### src/mm_settings.svh
// Build-time sizes for the matrix multiply subsystem
// MM_ROWS and MM_COLS must be multiples of MM_BLOCK, with at least two blocks each
// Elements are signed fixed point with MM_FRAC fraction bits
`ifndef MM_SETTINGS_SVH
`define MM_SETTINGS_SVH

// Element format
`define MM_WIDTH 16   // Element width, Q8.8
`define MM_FRAC  8    // Fraction bits dropped after accumulation

// Array size, B x B PEs
`define MM_BLOCK 2

// Matrix shapes, I is ROWS x INNER and W is COLS x INNER
`define MM_INNER 4
`define MM_ROWS  4
`define MM_COLS  6

// Accumulator, wraps on overflow
`define MM_ACC_W 32

`endif

### src/mm_pkg.sv
// Shared types for the matrix multiply
// All sizes derive from mm_settings.svh, word slot 0 sits in the low bits
`include "mm_settings.svh"

package mm_pkg;

    // Memory depths in words
    localparam int IN_DEPTH  = (`MM_ROWS / `MM_BLOCK) * `MM_INNER;
    localparam int WT_DEPTH  = (`MM_COLS / `MM_BLOCK) * `MM_INNER;
    localparam int OUT_DEPTH = `MM_ROWS * (`MM_COLS / `MM_BLOCK);

    // Sequencer FSM
    typedef enum logic [1:0] {
        IDLE,
        FEED,
        DRAIN,
        WRITE
    } seq_state_t;

    typedef logic [`MM_BLOCK*`MM_WIDTH-1:0] word_t;    // B elements per word
    typedef logic signed [`MM_WIDTH-1:0]     elem_t;
    typedef logic [$clog2(IN_DEPTH)-1:0]     in_addr_t;
    typedef logic [$clog2(WT_DEPTH)-1:0]     wt_addr_t;
    typedef logic [$clog2(OUT_DEPTH)-1:0]    out_addr_t;
    typedef logic [$clog2(`MM_BLOCK)-1:0]    row_idx_t; // Row inside a tile

endpackage

### src/tile_ram.sv
// Inferred simple dual-port RAM, one word holds MM_BLOCK elements
// Read data is registered and valid one cycle after raddr
// Contents power up unknown, same-address read returns the old word
`timescale 1ns/1ns

module tile_ram #(
    parameter int DEPTH = 8,
    parameter int AW    = 3
) (
    input  logic          clk,
    input  logic          we,
    input  logic [AW-1:0] waddr,
    input  mm_pkg::word_t wdata,
    input  logic [AW-1:0] raddr,
    output mm_pkg::word_t rdata
);
    import mm_pkg::*;

    word_t mem [DEPTH];

    // Write port
    always_ff @(posedge clk) begin
        if (we) begin
            mem[waddr] <= wdata;
        end
    end

    // Registered read port
    always_ff @(posedge clk) begin
        rdata <= mem[raddr];
    end

endmodule

### src/pe_mac.sv
// One cell of the output-stationary array, signed multiply-accumulate
// Accumulator wraps, no saturation; operands pass on after one cycle
`timescale 1ns/1ns
`include "mm_settings.svh"

module pe_mac (
    input  logic                        clk,
    input  logic                        rst_n,
    input  mm_pkg::elem_t               a_in,
    input  mm_pkg::elem_t               b_in,
    input  logic                        valid_in,
    input  logic                        first_in,
    input  logic                        last_in,
    output mm_pkg::elem_t               a_out,
    output mm_pkg::elem_t               b_out,
    output logic                        valid_out,
    output logic                        first_out,
    output logic                        last_out,
    output logic signed [`MM_ACC_W-1:0] acc
);

    logic signed [`MM_ACC_W-1:0] prod;

    assign prod = a_in * b_in; // Full precision, sign extended

    // Operands and accumulator
    always_ff @(posedge clk) begin
        a_out <= a_in; // East
        b_out <= b_in; // South
        if (valid_in) begin
            // First k-step starts a new tile
            acc <= first_in ? prod : acc + prod;
        end
    end

    // Tags travel east with a
    always_ff @(posedge clk) begin
        if (!rst_n) begin
            valid_out <= 1'b0;
            first_out <= 1'b0;
            last_out  <= 1'b0;
        end else begin
            valid_out <= valid_in;
            first_out <= first_in;
            last_out  <= last_in;
        end
    end

endmodule

### src/systolic_block.sv
// B x B output-stationary array, PE(i,j) sees k-step k at skew i+j
// Results are held until the next first-tagged step reaches each PE
// row_data is combinational from row_sel, Q8.8 by arithmetic shift and truncate
`timescale 1ns/1ns
`include "mm_settings.svh"

module systolic_block (
    input  logic             clk,
    input  logic             rst_n,
    input  mm_pkg::word_t    west_data,
    input  mm_pkg::word_t    north_data,
    input  logic             feed_valid,
    input  logic             feed_first,
    input  logic             feed_last,
    input  mm_pkg::row_idx_t row_sel,
    output mm_pkg::word_t    row_data,
    output logic             tile_done
);
    import mm_pkg::*;

    localparam int B = `MM_BLOCK;

    // Links between cells, one extra column east and row south
    elem_t a_net [B][B+1];
    elem_t b_net [B+1][B];
    logic  v_net [B][B+1];
    logic  f_net [B][B+1];
    logic  l_net [B][B+1];
    logic signed [`MM_ACC_W-1:0] acc_q [B][B];

    genvar i, j;
    generate
        // West edge, row i delayed i cycles together with its tags
        for (i = 0; i < B; i++) begin : g_west
            if (i == 0) begin : g_direct
                assign a_net[i][0] = west_data[0 +: `MM_WIDTH];
                assign v_net[i][0] = feed_valid;
                assign f_net[i][0] = feed_first;
                assign l_net[i][0] = feed_last;
            end else begin : g_skew
                elem_t      a_sk [i];
                logic [2:0] t_sk [i]; // valid, first, last
                always_ff @(posedge clk) begin
                    a_sk[0] <= west_data[i*`MM_WIDTH +: `MM_WIDTH];
                    for (int d = 1; d < i; d++) begin
                        a_sk[d] <= a_sk[d-1];
                    end
                end
                always_ff @(posedge clk) begin
                    if (!rst_n) begin
                        for (int d = 0; d < i; d++) begin
                            t_sk[d] <= 3'b000;
                        end
                    end else begin
                        t_sk[0] <= {feed_valid, feed_first, feed_last};
                        for (int d = 1; d < i; d++) begin
                            t_sk[d] <= t_sk[d-1];
                        end
                    end
                end
                assign a_net[i][0] = a_sk[i-1];
                assign {v_net[i][0], f_net[i][0], l_net[i][0]} = t_sk[i-1];
            end
        end

        // North edge, column j delayed j cycles
        for (j = 0; j < B; j++) begin : g_north
            if (j == 0) begin : g_direct
                assign b_net[0][j] = north_data[0 +: `MM_WIDTH];
            end else begin : g_skew
                elem_t b_sk [j];
                always_ff @(posedge clk) begin
                    b_sk[0] <= north_data[j*`MM_WIDTH +: `MM_WIDTH];
                    for (int d = 1; d < j; d++) begin
                        b_sk[d] <= b_sk[d-1];
                    end
                end
                assign b_net[0][j] = b_sk[j-1];
            end
        end

        // PE grid
        for (i = 0; i < B; i++) begin : g_row
            for (j = 0; j < B; j++) begin : g_col
                pe_mac u_pe (
                    .clk       (clk),
                    .rst_n     (rst_n),
                    .a_in      (a_net[i][j]),
                    .b_in      (b_net[i][j]),
                    .valid_in  (v_net[i][j]),
                    .first_in  (f_net[i][j]),
                    .last_in   (l_net[i][j]),
                    .a_out     (a_net[i][j+1]),
                    .b_out     (b_net[i+1][j]),
                    .valid_out (v_net[i][j+1]),
                    .first_out (f_net[i][j+1]),
                    .last_out  (l_net[i][j+1]),
                    .acc       (acc_q[i][j])
                );
            end
        end
    endgenerate

    // Last step has left the bottom-right PE, all sums final
    assign tile_done = v_net[B-1][B] & l_net[B-1][B];

    // Scale selected row back to Q8.8
    always_comb begin
        logic signed [`MM_ACC_W-1:0] scaled;
        row_data = '0;
        for (int c = 0; c < B; c++) begin
            scaled = acc_q[row_sel][c] >>> `MM_FRAC;        // Floor toward -inf
            row_data[c*`MM_WIDTH +: `MM_WIDTH] = scaled[`MM_WIDTH-1:0]; // Truncate
        end
    end

endmodule

### src/tile_sequencer.sv
// Walks C tile by tile, column block inner, row block outer
// Per tile K feed cycles, drain until tile_done, then B row writes
// A start while busy is ignored; done pulses as busy falls
`timescale 1ns/1ns
`include "mm_settings.svh"

module tile_sequencer (
    input  logic              clk,
    input  logic              rst_n,
    input  logic              start,
    input  logic              tile_done,
    output mm_pkg::in_addr_t  in_raddr,
    output mm_pkg::wt_addr_t  wt_raddr,
    output logic              feed_valid,
    output logic              feed_first,
    output logic              feed_last,
    output mm_pkg::row_idx_t  row_sel,
    output logic              out_we,
    output mm_pkg::out_addr_t out_waddr,
    output logic              busy,
    output logic              done
);
    import mm_pkg::*;

    localparam int RB_N = `MM_ROWS / `MM_BLOCK; // Row blocks
    localparam int CB_N = `MM_COLS / `MM_BLOCK; // Column blocks

    seq_state_t                   state;
    logic [$clog2(`MM_INNER)-1:0] k_cnt;
    logic [$clog2(CB_N)-1:0]      cb_cnt;
    logic [$clog2(RB_N)-1:0]      rb_cnt;
    logic                         last_k;
    logic                         last_row;
    logic                         last_tile;

    assign last_k    = (k_cnt == `MM_INNER - 1);
    assign last_row  = (row_sel == `MM_BLOCK - 1);
    assign last_tile = (cb_cnt == CB_N - 1) && (rb_cnt == RB_N - 1);

    // Read addresses, block-major then k
    assign in_raddr = in_addr_t'(rb_cnt * `MM_INNER + k_cnt);
    assign wt_raddr = wt_addr_t'(cb_cnt * `MM_INNER + k_cnt);

    // Output row r = rb*B + row_sel, column block cb
    assign out_waddr = out_addr_t'((rb_cnt * `MM_BLOCK + row_sel) * CB_N + cb_cnt);
    assign out_we    = (state == WRITE);
    assign busy      = (state != IDLE);

    always_ff @(posedge clk) begin
        if (!rst_n) begin
            state      <= IDLE;
            k_cnt      <= '0;
            cb_cnt     <= '0;
            rb_cnt     <= '0;
            row_sel    <= '0;
            done       <= 1'b0;
            feed_valid <= 1'b0;
            feed_first <= 1'b0;
            feed_last  <= 1'b0;
        end else begin
            done <= 1'b0;
            // Tags lag the address by one cycle, same as RAM data
            feed_valid <= (state == FEED);
            feed_first <= (state == FEED) && (k_cnt == '0);
            feed_last  <= (state == FEED) && last_k;
            case (state)
                IDLE: begin
                    if (start) begin
                        cb_cnt <= '0;
                        rb_cnt <= '0;
                        k_cnt  <= '0;
                        state  <= FEED;
                    end
                end
                FEED: begin
                    if (last_k) begin
                        k_cnt <= '0;
                        state <= DRAIN;
                    end else begin
                        k_cnt <= k_cnt + 1'b1;
                    end
                end
                DRAIN: begin
                    if (tile_done) begin
                        state <= WRITE; // row_sel already 0
                    end
                end
                WRITE: begin
                    if (!last_row) begin
                        row_sel <= row_sel + 1'b1;
                    end else begin
                        row_sel <= '0;
                        if (last_tile) begin
                            done  <= 1'b1; // Lands with busy low
                            state <= IDLE;
                        end else begin
                            state <= FEED;
                            if (cb_cnt == CB_N - 1) begin // Next row block
                                cb_cnt <= '0;
                                rb_cnt <= rb_cnt + 1'b1;
                            end else begin
                                cb_cnt <= cb_cnt + 1'b1;
                            end
                        end
                    end
                end
                default: state <= IDLE;
            endcase
        end
    end

endmodule

### src/mm_top.sv
// Matrix multiply subsystem, C = I * W^T in signed Q8.8
// Load input and weight memories only while busy is low
// out_rdata is valid one cycle after out_rd_addr
`timescale 1ns/1ns

module mm_top (
    input  logic              clk,
    input  logic              rst_n,
    input  logic              in_we,
    input  mm_pkg::in_addr_t  in_addr,
    input  mm_pkg::word_t     in_wdata,
    input  logic              wt_we,
    input  mm_pkg::wt_addr_t  wt_addr,
    input  mm_pkg::word_t     wt_wdata,
    input  logic              start,
    output logic              busy,
    output logic              done,
    input  mm_pkg::out_addr_t out_rd_addr,
    output mm_pkg::word_t     out_rdata
);
    import mm_pkg::*;

    in_addr_t  in_raddr;
    wt_addr_t  wt_raddr;
    out_addr_t out_waddr;
    word_t     in_rdata;  // West operands
    word_t     wt_rdata;  // North operands
    word_t     row_data;  // Scaled tile row
    row_idx_t  row_sel;
    logic      feed_valid;
    logic      feed_first;
    logic      feed_last;
    logic      tile_done;
    logic      out_we;

    tile_ram #(.DEPTH(IN_DEPTH), .AW($bits(in_addr_t))) in_ram (
        .clk   (clk),
        .we    (in_we),
        .waddr (in_addr),
        .wdata (in_wdata),
        .raddr (in_raddr),
        .rdata (in_rdata)
    );

    tile_ram #(.DEPTH(WT_DEPTH), .AW($bits(wt_addr_t))) wt_ram (
        .clk   (clk),
        .we    (wt_we),
        .waddr (wt_addr),
        .wdata (wt_wdata),
        .raddr (wt_raddr),
        .rdata (wt_rdata)
    );

    tile_ram #(.DEPTH(OUT_DEPTH), .AW($bits(out_addr_t))) out_ram (
        .clk   (clk),
        .we    (out_we),
        .waddr (out_waddr),
        .wdata (row_data),
        .raddr (out_rd_addr),
        .rdata (out_rdata)
    );

    tile_sequencer u_seq (
        .clk        (clk),
        .rst_n      (rst_n),
        .start      (start),
        .tile_done  (tile_done),
        .in_raddr   (in_raddr),
        .wt_raddr   (wt_raddr),
        .feed_valid (feed_valid),
        .feed_first (feed_first),
        .feed_last  (feed_last),
        .row_sel    (row_sel),
        .out_we     (out_we),
        .out_waddr  (out_waddr),
        .busy       (busy),
        .done       (done)
    );

    systolic_block u_array (
        .clk        (clk),
        .rst_n      (rst_n),
        .west_data  (in_rdata),
        .north_data (wt_rdata),
        .feed_valid (feed_valid),
        .feed_first (feed_first),
        .feed_last  (feed_last),
        .row_sel    (row_sel),
        .row_data   (row_data),
        .tile_done  (tile_done)
    );

endmodule

### config.mk
export PLATFORM = sky130hd
export DESIGN_NAME = mm_top
export DESIGN_NICKNAME = d
export VERILOG_FILES = /design/src/mm_pkg.sv /design/src/tile_ram.sv /design/src/pe_mac.sv /design/src/systolic_block.sv /design/src/tile_sequencer.sv /design/src/mm_top.sv
export VERILOG_INCLUDE_DIRS = /design/src
export SDC_FILE = /design/constraint.sdc
export NUM_CORES = 2
export LEC_CHECK = 0
export BUFFER_PORTS_ARGS = -buffer_cell sky130_fd_sc_hd__buf_4
export CORE_UTILIZATION = 56
export CTS_BUF_LIST = sky130_fd_sc_hd__clkbuf_4
export CTS_CLUSTER_DIAMETER = 60
export CTS_CLUSTER_SIZE = 20
export DETAILED_ROUTE_END_ITERATION = 8
export HOLD_SLACK_MARGIN = 0.05
export PLACE_DENSITY_LB_ADDON = 0.05
export SYNTH_ARGS = -nofsm -noshare
export SYNTH_HDL_FRONTEND = slang
export SYNTH_HIERARCHICAL = 1
export SYNTH_SLANG_ARGS = --single-unit
### constraint.sdc
create_clock -name clk -period 23.7 [get_ports clk]
set_input_delay 3.555 -clock clk [delete_from_list [all_inputs] [get_ports clk]]
set_output_delay 3.555 -clock clk [all_outputs]
set_load 0.01 [all_outputs]
; ---- After elaboration in Yosys (flattened, before gate mapping)
; Memory sizes are Yosys's and may differ from the RTL's. A register that Yosys moved wholly into a read port is not among the register bits.
; Index checks and enable logic that the tools add are counted.
[op_classes]
n_addsub = 12
multipliers = 5
n_div = 0
order_cmp = 1
eq_ne = 11
shift = 0
muxes = 37
n_bitwise = 2
n_reduce_logical = 14
[ops]
columns = operator, count
row1 = 2-to-1 mux 56 bit, 3
row2 = adder 32 bit, 4
row3 = multiplier 16 x 16 -> 32 bit, 4
row4 = 2-to-1 mux 32 bit, 4
row5 = "multiplier 32 x 2 -> 4 bit, second input constant", 1
row6 = 2-to-1 mux 2 bit, 9
row7 = 2-to-1 mux 1 bit, 16
row8 = adder 4 x 2 -> 4 bit, 2
row9 = "equality test 2 bit, second input constant", 4
row10 = case mux 2 bit (2 select lines), 2
row11 = case mux 2 bit (4 select lines), 1
row12 = AND reduction 4 bit, 2
row13 = "inequality test 2 x 1 -> 1 bit, second input constant", 3
row14 = "inequality test 2 bit, second input constant", 3
row15 = nonzero test 2 bit, 3
row16 = AND reduction 5 bit, 1
row17 = "adder 2 x 1 -> 2 bit, second input constant", 2
row18 = logical NOT 2 bit, 2
row19 = adder 2 x 1 -> 3 bit, 1
row20 = adder 3 x 2 -> 3 bit, 1
row21 = logical AND 1 bit, 3
row22 = 2-to-1 mux 3 bit, 1
row23 = AND reduction 3 bit, 1
row24 = OR reduction 3 bit, 1
row25 = 7 further kinds, 8
[word_totals]
reg_bits = 211
latch_bits = 0
ramBits = 1059
rom_bits = 0
input_bits = 80
word_cells = 112
memories = 6
[mem_list]
columns = memory, depth, width, rd, rd_clocked_by_memory_dff, write_ports, line_no
row1 = out_ram.mem, 12, 32, 1, 1, 1, tile_ram.sv:19  ; word_t mem [DEPTH];
row2 = wt_ram.mem, 12, 32, 1, 1, 1, tile_ram.sv:19
row3 = in_ram.mem, 8, 32, 1, 1, 1, tile_ram.sv:19
row4 = u_array.g_north[1].g_skew.b_sk, 1, 16, 1, 0, 1, systolic_block.sv:71  ; elem_t b_sk [j];
row5 = u_array.g_west[1].g_skew.a_sk, 1, 16, 1, 0, 1, systolic_block.sv:41  ; elem_t a_sk [i];
row6 = u_array.g_west[1].g_skew.t_sk, 1, 3, 1, 0, 1, systolic_block.sv:42  ; logic [2:0] t_sk [i];

; ---- Logic depth before layout (Yosys ltp)
[depth]
word_depth = 5
depth_mapped = 32

; ---- Cells and area by module
; Netlist, hierarchy kept.
[by_module_without_submodules]
columns = mod, instances, cells_each, area_each_um2, seq_area_each_um2
row1 = tile_ram (out_ram ...), 2, 664, 15173.3, 12171.7
row2 = pe_mac (u_array.g_row[1].g_col[1].u_pe), 1, 1453, 13481.7, 1661.6
row3 = pe_mac (u_array.g_row[1].g_col[0].u_pe), 1, 1438, 13465.4, 1661.6
row4 = pe_mac (u_array.g_row[0].g_col[1].u_pe), 1, 1439, 13454.2, 1661.6
row5 = pe_mac (u_array.g_row[0].g_col[0].u_pe), 1, 1439, 13410.4, 1661.6
row6 = tile_ram (in_ram), 1, 415, 10466.3, 8328.0
row7 = systolic_block, 1, 75, 1270.0, 700.7
row8 = tile_sequencer, 1, 74, 715.7, 240.2

; ---- Least setup slack after synthesis
; OpenSTA, ideal clock, no wires.
[synth_timing]
path_kind = register -> register
startpoint = register wt_ram.rdata[9], read port of wt_ram.mem
endpoint = register u_array.g_row[0].g_col[0].u_pe.acc[31], data pin
setup_ps = 258
arrival_ps = 7357
path_slack_ps = 16085
stages_incl_launch_ff = 31
n_path_buf = 1
period_less_slack_ps = 7615
cell_sequence = dfxtp_1 > clkbuf_1 > nand2_1 > fa_1 > inv_1 > fa_1 > inv_1 > fa_1 > inv_1 > fa_1 > fa_1 > inv_1 > fa_1 > inv_1 > ha_1 > and3_1 > and4_1 > a22o_2 > a211o_1 > a2111o_1 > a31oi_2 > o21bai_1 > xor2_1 > ha_1 > a21o_1 > a21oi_1 > o21ai_0 > a31oi_1 > xor2_1 > nor2_1 > xnor2_1
[synth_via]
elab_chain_cells = 3
[synth_rtl]
columns = element, line_no
row1 = "start, declared", tile_ram.sv:15  ; output mm_pkg::word_t rdata
row2 = multiplier 16 x 16 -> 32 bit (*), pe_mac.sv:24  ; assign prod = a_in * b_in;
row3 = adder 32 bit, pe_mac.sv:32  ; acc <= first_in ? prod : acc + prod;
row4 = 2-to-1 mux 32 bit (*), pe_mac.sv:32
row5 = "end signal, assigned", pe_mac.sv:32
row6 = "end, declared", pe_mac.sv:19  ; output logic signed [`MM_ACC_W-1:0] acc
; Mark *: on every way between the ends. The rest lies on a longest branch, timed or not.
; A chain may end at the register's enable or synchronous reset.

; ---- Final worst setup path
[layout_timing]
startpoint = memory u_array/g_north[1].g_skew.b_sk[0][2] in the netlist's numbering
endpoint = register u_array.g_row[0].g_col[1].u_pe.acc[21], data pin
[layout_via]
elab_chain_cells = 4
[layout_rtl]
columns = element, line_no
row1 = "start, declared", systolic_block.sv:71
row2 = memory read (1 x 16 bit) (*), -
row3 = multiplier 16 x 16 -> 32 bit (*), pe_mac.sv:24
row4 = adder 32 bit, pe_mac.sv:32
row5 = 2-to-1 mux 32 bit (*), pe_mac.sv:32
row6 = "end signal, assigned", pe_mac.sv:32
row7 = "end, declared", pe_mac.sv:19
; Marks and branches as above.

==> flow_metrics.py <==
metrics = {
    "run_status": {
        "outcome": "finished clean",
    },
    "die": {
        "rows": 141,
        "start_util_pct": 56.5,
        "io_pins": 114,
        "core-area_mm2": 0.148,
        "dieArea_mm2": 0.151,
        "die_h_um": 388,
        "die_width_um": 388,
    },
    "place": {
        "place_congestion": 0.865,
        "numPortBuffers": 113,
        "hpwl_um": 126000,
    },
    "global_route": {
        "grt_pass1_wl_um": 293000,
        "antenna_found_initial": 12,
        "grtUsageTotal_pct": 25.2,
        "grt-ovfl-total": 0,
        "grt_max_degree": 68,
        "grt_pass1_vias": 50343,
    },
    "sta": {
        "max_freq_mhz": 124,
        "finalClockSkew_ns": 0.113,
        "slew_headroom_pct": 19.8,
        "final.period_utilization_pct": 33.9,
        "grt_setup_unrepaired": "no",
        "worst_pin_slew_ns": 1.20,
        "hold_violations": 0,
        "setup_viol": 0,
        "tns_ns": 0,
        "slew_viol_final": 0,
        "period_minus_slack_ns": 8.04,
    },
    "flow_run": {
        "cap_violations": 0,
    },
    "clocking": {
        "cts_root_buffer": "clkbuf_4",
        "cts_hold_buf": 0,
        "post-cts-setup-buffers": 0,
        "cts-resized-gates": 0,
        "clockBufferDepth": 3,
        "numClockSinks": 1334,
        "clock_latency_ns": 1.21,
        "cts_tree": "done",
        "numCtsBuffers": 104,
        "cts_max_level": 3,
        "path_clk_slew_ns": 0.19,
    },
    "synthesis": {
        "synth_cells": 6399,
        "syn-num-nets": 7678,
        "netlist_area_mm2": 0.0836,
        "ys_warn_count": 6,
        "postSynthAreaPerCell_um2": 13.1,
    },
    "route": {
        "wl_per_cell_um": 22.0,
        "drc": 0,
        "via_per_inst": 5.64,
        "vias": 47676,
        "routed_wl_um": 186000,
        "dr.pass1.iters": 5,
        "ant_nets": 0,
        "drtIter0Drc": 3054,
    },
    "finish": {
        "layout.nets": 7701,
        "syn2layout_area_growth_pct": 5.37,
        "fill_cells": 11798,
        "drive_gt1_share_pct": 10.9,
        "multi_input_area_mm2": 0.0407,
        "seq_area_mm2": 0.0379,
    },
    "worst_hold_path": {
        "hold_path.class": "flop to flop",
    },
    "worst_setup_path": {
        "critPathKind": "flop to flop",
        "critical_path_required_ns": 24.56,
        "arrival_ns": 8.90,
        "crit_fanout": 17,
        "worstSetupEndpointType": "flop",
        "cp-start-kind": "flop",
    },
}
## layout make-up
class                           instances  area share, %
Antenna cell                           13         0.0369
Timing Repair Buffer                  177           1.52
Tap cell                             1930           2.74
Clock buffer                          131           1.12
Inverter                             1029           4.39
Clock inverter                         66          0.921
Sequential cell                      1334           43.1
Multi-Input combinational cell       3776           46.2
## worst max-delay path: stages (launching register included)
cell and delay [ns]:
dfxtp_1 1.00, nand2_1 0.22, fa_1 0.54, fa_1 0.46
fa_1 0.56, inv_1 0.06, fa_1 0.49, fa_1 0.49
inv_1 0.05, fa_1 0.47, inv_1 0.04, ha_1 0.38
nand4_1 0.12, a211oi_1 0.22, o21a_1 0.17, o21ai_1 0.08
o21ai_1 0.23, xnor2_1 0.19, ha_1 0.38, a21o_1 0.23
a211o_1 0.33, or4_1 0.50, a21bo_2 0.20, nor2_1 0.04
nor2_1 0.11, xnor2_1 0.13, o21ai_1 0.07
## routing by layer
layer | share of wire (%) | routed length, µm | global-route usage, % | vias to the layer above
li1 | - | - | - | 21648
met1 | 45 | 82800 | 35.3 | 24678
met2 | 48 | 89800 | 42.1 | 1110
met3 | 5.0 | 9330 | 3.42 | 230
met4 | 2.2 | 4070 | 5.75 | 10
met5 | 0.040 | 75 | 0 | -
## worst paths after layout
kind                                                                   start                                          endpoint  slack [ns]  cells past startpoint
worst min-delay path                                wt_ram/rdata[24]$_DFF_P_      u_array/g_north[1].g_skew.b_sk[0][8]$_DFF_P_        0.34                      0
worst max-delay path            u_array/g_north[1].g_skew.b_sk[0][2]$_DFF_P_  u_array/g_row[0].g_col[1].u_pe/acc[21]$_DFFE_PP_       15.66                     26
worst max register to register  u_array/g_north[1].g_skew.b_sk[0][2]$_DFF_P_  u_array/g_row[0].g_col[1].u_pe/acc[21]$_DFFE_PP_       15.66                     26
worst min register to register                      wt_ram/rdata[24]$_DFF_P_      u_array/g_north[1].g_skew.b_sk[0][8]$_DFF_P_        0.34                      0
## registers in the layout (all words and copies together) (netlist names), 2 cells and up
register	flops
out_ram/mem	384
wt_ram/mem	384
in_ram/mem	256
u_array/g_row.g_col.u_pe/acc	96
in_ram/rdata	32
out_ram/rdata	32
u_array/g_row.g_col.u_pe/a_out	32
u_array/g_row.g_col.u_pe/b_out	32
wt_ram/rdata	32
u_array/g_north.g_skew.b_sk	16
u_array/g_west.g_skew.a_sk	16
u_array/g_row.g_col.u_pe/valid_out	3
u_array/g_west.g_skew.t_sk	3
u_array/g_row.g_col.u_pe/first_out	2
u_array/g_row.g_col.u_pe/last_out	2
u_seq/cb_cnt	2
u_seq/k_cnt	2
u_seq/state	2
## per-stage QoR
| step | setup slack, ns | hold WS [ns] | cells | instance area [µm²] | utilization (%) |
|---|---|---|---|---|---|
| 4_1_cts | 15.66 | 0.340 | 8443 | 88000 | 59.5 |
| 5_1_grt | 15.19 | 0.345 | 8452 | 88100 | 59.5 |
| 3_5_place_dp | 15.75 | 0.312 | 8246 | 86200 | 58.3 |
| 6_report | 15.66 | 0.336 | 8456 | 88100 | 59.5 |
| 2_1_floorplan | 16.55 | 0.310 | 6399 | 83600 | - |
| 3_3_place_gp | 15.87 | 0.310 | 8246 | 86200 | 58.3 |
## cell usage in the layout, fill, tap and decap left out, types with 16 or more instances in the layout
master,instances
nand2b_1,27
and2_1,479
a211oi_1,27
a21o_1,55
nand3_1,23
o21ai_0,123
mux2_2,57
nor2_4,26
dfxtp_1,208
a21oi_1,147
o21bai_1,18
mux2i_1,131
xor2_1,52
o211ai_1,17
mux4_1,40
inv_1,1029
o221ai_1,58
nor2_1,125
buf_4,176
a22oi_1,57
nor2b_1,16
o21a_1,29
mux2_4,30
nor3_1,18
o21ai_1,20
clkbuf_4,131
mux4_2,152
nand2_1,566
ha_1,401
edfxtp_1,1120
fa_1,798
xnor2_1,99
Power is not shown: default switching activity piles up to over one toggle a cycle in this logic, so the estimate is an artifact.
